$ cat src/hw/vsldu_pkg.sv
// Slide unit shared definitions
// Widths, opcode/SEW/LMUL encodings and the request and control structs.
`default_nettype none

package vsldu_pkg;

    localparam int VLEN       = 128;              // bits per vector register
    localparam int GROUP_REGS = 4;                // registers in widest group
    localparam int GROUP_W    = VLEN * GROUP_REGS;
    localparam int SCALAR_W   = 32;               // widest element
    localparam int OFFSET_W   = 7;                // slide offset bits from rs1

    typedef logic [VLEN-1:0] vreg_t;
    typedef vreg_t [GROUP_REGS-1:0] vgroup_t;     // reg 0 in low bits

    typedef enum logic [2:0] {
        OP_NONE       = 3'd0,
        OP_SLIDE1UP   = 3'd1,
        OP_SLIDEUP    = 3'd2,
        OP_SLIDE1DOWN = 3'd3,
        OP_SLIDEDOWN  = 3'd4,
        OP_VMV        = 3'd5
    } vsldu_op_e;

    typedef enum logic [2:0] {
        SEW_8  = 3'd0,
        SEW_16 = 3'd1,
        SEW_32 = 3'd2
    } sew_e;

    typedef enum logic [2:0] {
        LMUL_1 = 3'd0,
        LMUL_2 = 3'd1,
        LMUL_4 = 3'd2
    } lmul_e;

    typedef struct packed {
        vsldu_op_e             op;
        sew_e                  sew;
        lmul_e                 lmul;
        logic [SCALAR_W-1:0]   rs1;
    } vsldu_req_t;

    // decoded controls shared by both shifters and writeback
    typedef struct packed {
        logic [$clog2(SCALAR_W):0] elem_w;        // 8, 16 or 32
        logic [$clog2(GROUP_W):0]  group_w;       // 128, 256 or 512
        logic [OFFSET_W-1:0]       shift_elems;
        logic [SCALAR_W-1:0]       scalar;        // masked to elem_w
        logic                      scalar_fill;
        logic                      up_overflow;
        logic                      down_overflow;
        logic                      op_valid;
    } vsldu_ctrl_t;

endpackage

`default_nettype wire

$ cat src/hw/vsldu_decode.sv
// Slide unit decode
// Maps SEW/LMUL to widths, picks the shift count and flags offsets that
// run past the full register field or past the active group.
`default_nettype none

module vsldu_decode import vsldu_pkg::*; (
    input  vsldu_req_t  req,
    output vsldu_ctrl_t ctrl
);

    logic [1:0]          sew_sh;      // log2(elem_w / 8)
    logic [1:0]          lmul_sh;     // log2(group_w / 128)
    logic [OFFSET_W-1:0] full_cnt;
    logic [OFFSET_W-1:0] grp_cnt;

    always_comb begin
        case (req.sew)
            SEW_16: begin
                sew_sh      = 2'd1;
                ctrl.elem_w = 6'd16;
                ctrl.scalar = {16'b0, req.rs1[15:0]};
            end
            SEW_32: begin
                sew_sh      = 2'd2;
                ctrl.elem_w = 6'd32;
                ctrl.scalar = req.rs1;
            end
            default: begin                       // 8 bit and unsupported codes
                sew_sh      = 2'd0;
                ctrl.elem_w = 6'd8;
                ctrl.scalar = {24'b0, req.rs1[7:0]};
            end
        endcase

        case (req.lmul)
            LMUL_2:  lmul_sh = 2'd1;
            LMUL_4:  lmul_sh = 2'd2;
            default: lmul_sh = 2'd0;             // single register
        endcase
        ctrl.group_w = 10'(VLEN) << lmul_sh;

        case (req.op)
            OP_SLIDE1UP, OP_SLIDE1DOWN: begin
                ctrl.shift_elems = OFFSET_W'(1);
                ctrl.scalar_fill = 1'b1;
                ctrl.op_valid    = 1'b1;
            end
            OP_SLIDEUP, OP_SLIDEDOWN, OP_VMV: begin
                ctrl.shift_elems = req.rs1[OFFSET_W-1:0];
                ctrl.scalar_fill = 1'b0;
                ctrl.op_valid    = 1'b1;
            end
            default: begin                       // idle and codes 6, 7
                ctrl.shift_elems = req.rs1[OFFSET_W-1:0];
                ctrl.scalar_fill = 1'b0;
                ctrl.op_valid    = 1'b0;
            end
        endcase

        // element counts of 512 bits and of the group
        full_cnt = OFFSET_W'(64) >> sew_sh;
        grp_cnt  = (OFFSET_W'(16) << lmul_sh) >> sew_sh;

        ctrl.up_overflow   = ctrl.shift_elems >= full_cnt;
        ctrl.down_overflow = ctrl.shift_elems >= grp_cnt;
    end

endmodule

`default_nettype wire

$ cat config.mk
export PLATFORM = sky130hd
export DESIGN_NAME = vsldu_decode
export DESIGN_NICKNAME = d
export VERILOG_FILES = /design/src/hw/vsldu_pkg.sv /design/src/hw/vsldu_decode.sv
export SDC_FILE = /design/constraint.sdc
export NUM_CORES = 1
export LEC_CHECK = 0
export BUFFER_PORTS_ARGS = -buffer_cell sky130_fd_sc_hd__buf_2
export CAP_MARGIN = 20
export CORE_ASPECT_RATIO = 1.4
export CORE_MARGIN = 8
export CORE_UTILIZATION = 35
export DETAILED_ROUTE_END_ITERATION = 8
export GPL_TIMING_DRIVEN = 0
export PLACE_DENSITY = 0.91
export SYNTH_ARGS = -nofsm -noshare
export SYNTH_HDL_FRONTEND = slang
export SYNTH_SLANG_ARGS = --single-unit
$ cat constraint.sdc
create_clock -name vclk -period 7.48
set_input_delay 1.87 -clock vclk [all_inputs]
set_output_delay 1.87 -clock vclk [all_outputs]
set_load 0.05 [all_outputs]
## After elaboration in Yosys (flattened, before gate mapping)

Cells that the tools add are included.

- Logic and storage cells: 24
- Input bits: 41
- Flip-flop bits (word level): 0
- Output and inout bits: 59

- $lt $le $gt $ge: 2
- Shifts and indexed selects: 4
- Equality and inequality tests: 9
- Muxes and demuxes: 7
- Reduce and logical (&&, ||, !) cells: 2

Operator list:

| operator | count |
|---|---|
| 32-bit case mux with 2 select lines | 1 |
| 7-bit greater-or-equal comparator | 2 |
| 3-bit by 2-bit equality test with 1-bit output (second input constant) | 4 |
| 6-bit case mux with 2 select lines | 1 |
| 8-bit by 2-bit << shifter with 10-bit output (first input constant) | 1 |
| 3-bit by 1-bit equality test with 1-bit output (second input constant) | 3 |
| 2-bit case mux with 2 select lines | 2 |
| 7-bit two-way mux | 1 |
| 5-bit by 2-bit << shifter with 7-bit output (first input constant) | 1 |
| 7-bit by 2-bit >> shifter with 7-bit output | 1 |
| 7-bit by 2-bit >> shifter with 7-bit output (first input constant) | 1 |
| 3-bit equality test (second input constant) | 2 |
| 5-bit OR reduction | 1 |
| 1-bit two-way mux | 2 |
| 2-bit OR reduction | 1 |

## Depth between registers and ports, before layout

- Depth in word-level cells: 5
- Gate-level depth with buffers: 9

## Least setup slack after synthesis

No wires, ideal clock.

- Kind: input to output
- From: input req[34] (netlist bit)
- To: output ctrl[1] (netlist bit)
- Stages: 6
- Arrival: 4.445 ns
- Data required time: 5.610 ns
- Setup slack: 1.165 ns
- Path through: nor3b_2 > nor2_1 > o22ai_1 > ha_1 > a2111oi_0 > a21oi_1

RTL lines:

| element | line | text |
|---|---|---|
| start, declared | vsldu_decode.sv:7 | `input vsldu_req_t req,` |
| end, declared | vsldu_decode.sv:8 | `output vsldu_ctrl_t ctrl` |

==> flow_summary.ini <==
[setup_path]
cp-start-kind = input port
cp_top_family = compound AO/OA/AOI/OAI gates
cpMaxStageDelayCell = a2111oi_0
path_class = input port to primary output
required_ns = 5.61
worstPathMaxFanout = 10
crit_path_end_kind = primary output
crit_top_cell = buf_2
cp.arrival_ns = 3.78
crit_chain = buf_2, nand2b_1, or2_4, inv_4, buf_6, a21o_1, o22ai_1, ha_1, a2111oi_0, a21oi_1, buf_2
max_stage_delay_ns = 0.42
critical_path_buf_inv_count = 4

[logic_synthesis]
synth_top_family_by_area = simple AND/OR/NAND/NOR gates
muxShareOfSynthArea_pct = 1.565
synth_cells = 99
syn-cell-area_um2 = 719.4
syn_avg_cell_area_um2 = 7.267
yosysWarnings = 0
synth_compound_area_share_pct = 12.35
seq_area_frac_synth_pct = 0
synth-simple-area-share_pct = 42.61
synth_xor_area_share_pct = 0
yosys.cell_types.count = 23
yosys.area_share.adder_pct = 17.39

[drt]
vias = 933
firstDrtPassIters = 4
drt_wl_total_um = 2537
wl_per_cell_um = 11.58
route.antenna.remaining_nets = 0
drt_iter0_drc = 6
remaining_drc_errors = 0
viasPerCell = 4.260

[power]
power_mw = 0.1150
p_leak_nw = 0.7901
switchingPower_mw = 0.07990
comb_power_share_pct = 100.0
swShare_pct = 69.45
pwr-share-seq_pct = 0
vdd_drop_max_mv = 0.04857
power_density_nw_per_um2 = 93.63
pwr-share-clk_pct = 0
p_int_mw = 0.03514

[floorplan]
die_height_um = 69.65
die_width_um = 54.32
core-area_um2 = 1949
io_pins = 100
start_util_pct = 36.91
fp-row-count = 19
die_area_um2 = 3783

[final_layout]
antennaDiodeCount = 0
drive_above_1_share_pct = 58.59
regArea_um2 = 0
seq_cells = 0
area_delta_synth_final_pct = 70.78
nClkBuffers = 0
nFillCells = 187
utilization_pct = 63.03
nets = 251
fin_cells = 219

[placement]
gp_congestion = 0.7184
dp.cells = 219
dpl.hpwl_um = 2394
port_buffers = 89

[global_route]
grt_antenna_before_repair = 0
grt_overflow = 0
grt_max_degree = 11
grt_pass1_wl_um = 3774
grt_usage_pct = 11.75
grt_pass1_vias = 873

[run_status]
status = complete, no violations

[sta]
setup_viol = 0
hold-worst-slack_ns = 4.043
final_hold_viol_count = 0
final.min_clock_period_ns = 5.649
post-route-period-util_pct = 75.52
maxClockFrequency_mhz = 177.0
finalSetupTns_ns = 0
slew_viol_final = 0
rsz0062_at_grt = no

[cts]
ctsHoldBuffers = 0
post_cts.resized_instances = 0
cts_setup_buffers = 0

[min_path]
min_path_type = input port to primary output

[run]
drv_cap = 0
-- metrics by stage --
| step | setup WS [ns] | cell area [µm²] |
|---|---|---|
| 3_3_place_gp | 1.867 | 1229 |
| 4_1_cts | 1.816 | 1229 |
| 5_1_grt | 1.653 | 1229 |
| 3_5_place_dp | 1.819 | 1229 |
| 6_report | 1.831 | 1229 |
| 2_1_floorplan | 1.165 | 757.0 |
-- layout by cell type (no fill, tap or decap), drive strengths merged --
master,Yosys,routed
nand2b,5,5
a2111oi,1,1
o21ai,2,2
o22ai,2,2
a21o,1,1
conb,2,12
o211ai,1,1
and2,31,31
or2,1,1
nor3b,3,3
buf,21,110
nand2,1,1
ha,10,10
o21a,3,3
a21oi,4,4
mux2,1,1
nor3,2,2
nor2,4,4
inv,4,4
-- layout make-up --
cell class | count | area [µm²] | area share, %
Inverter | 4 | 17.52 | 1.426
Buffer | 21 | 162.7 | 13.24
Timing Repair Buffer | 89 | 445.4 | 36.25
Tap cell | 21 | 26.28 | 2.138
Multi-Input combinational cell | 84 | 576.8 | 46.94
-- synth_stat cells (all sizes together) --
library cell | instances | area share, %
a21o | 1 | 1.0
nor3 | 2 | 1.4
o21ai | 2 | 1.4
ha | 10 | 17
o21a | 3 | 3.1
nor2 | 4 | 2.1
a2111oi | 1 | 1.2
inv | 4 | 2.4
nand2 | 1 | 0.52
and2 | 31 | 27
mux2 | 1 | 1.6
o211ai | 1 | 1.0
nand2b | 5 | 4.3
conb | 2 | 1.0
buf | 21 | 23
or2 | 1 | 1.2
a21oi | 4 | 2.8
o22ai | 2 | 1.7
nor3b | 3 | 6.1
-- per-layer routing --
metal	track usage, %	wire length (µm)
met1	10.59	800
met2	22.63	1319
met5	0	0
met4	0.5495	0
met3	5.794	418
-- final timing paths --
| path | from | endpoint | cells past startpoint |
|---|---|---|---|
| hold / removal | req[7] | ctrl[11] | 2 |
| setup / recovery | req[35] | ctrl[1] | 11 |
-- power groups by stage --
stage / clock network, mW / registers [mW] / logic [mW]
after floorplan: 0 / 0 / 0.0879
after global placement: 0 / 0 / 0.114
after detailed placement: 0 / 0 / 0.116
after CTS: 0 / 0 / 0.116
after global routing: 0 / 0 / 0.122
final: 0 / 0 / 0.115
-- cell families (layout without fill, tap and decap cells) --
| kind of cell | after synthesis | after routing |
|---|---|---|
| other | 2 | 12 |
| AND/OR/NAND/NOR | 47 | 47 |
| buffers and inverters | 25 | 114 |
| adder cells (fa/ha/maj) | 10 | 10 |
| multiplexers | 1 | 1 |
| AO/OA/AOI/OAI | 14 | 14 |
Note: power is estimated with default switching activity, not from simulation.
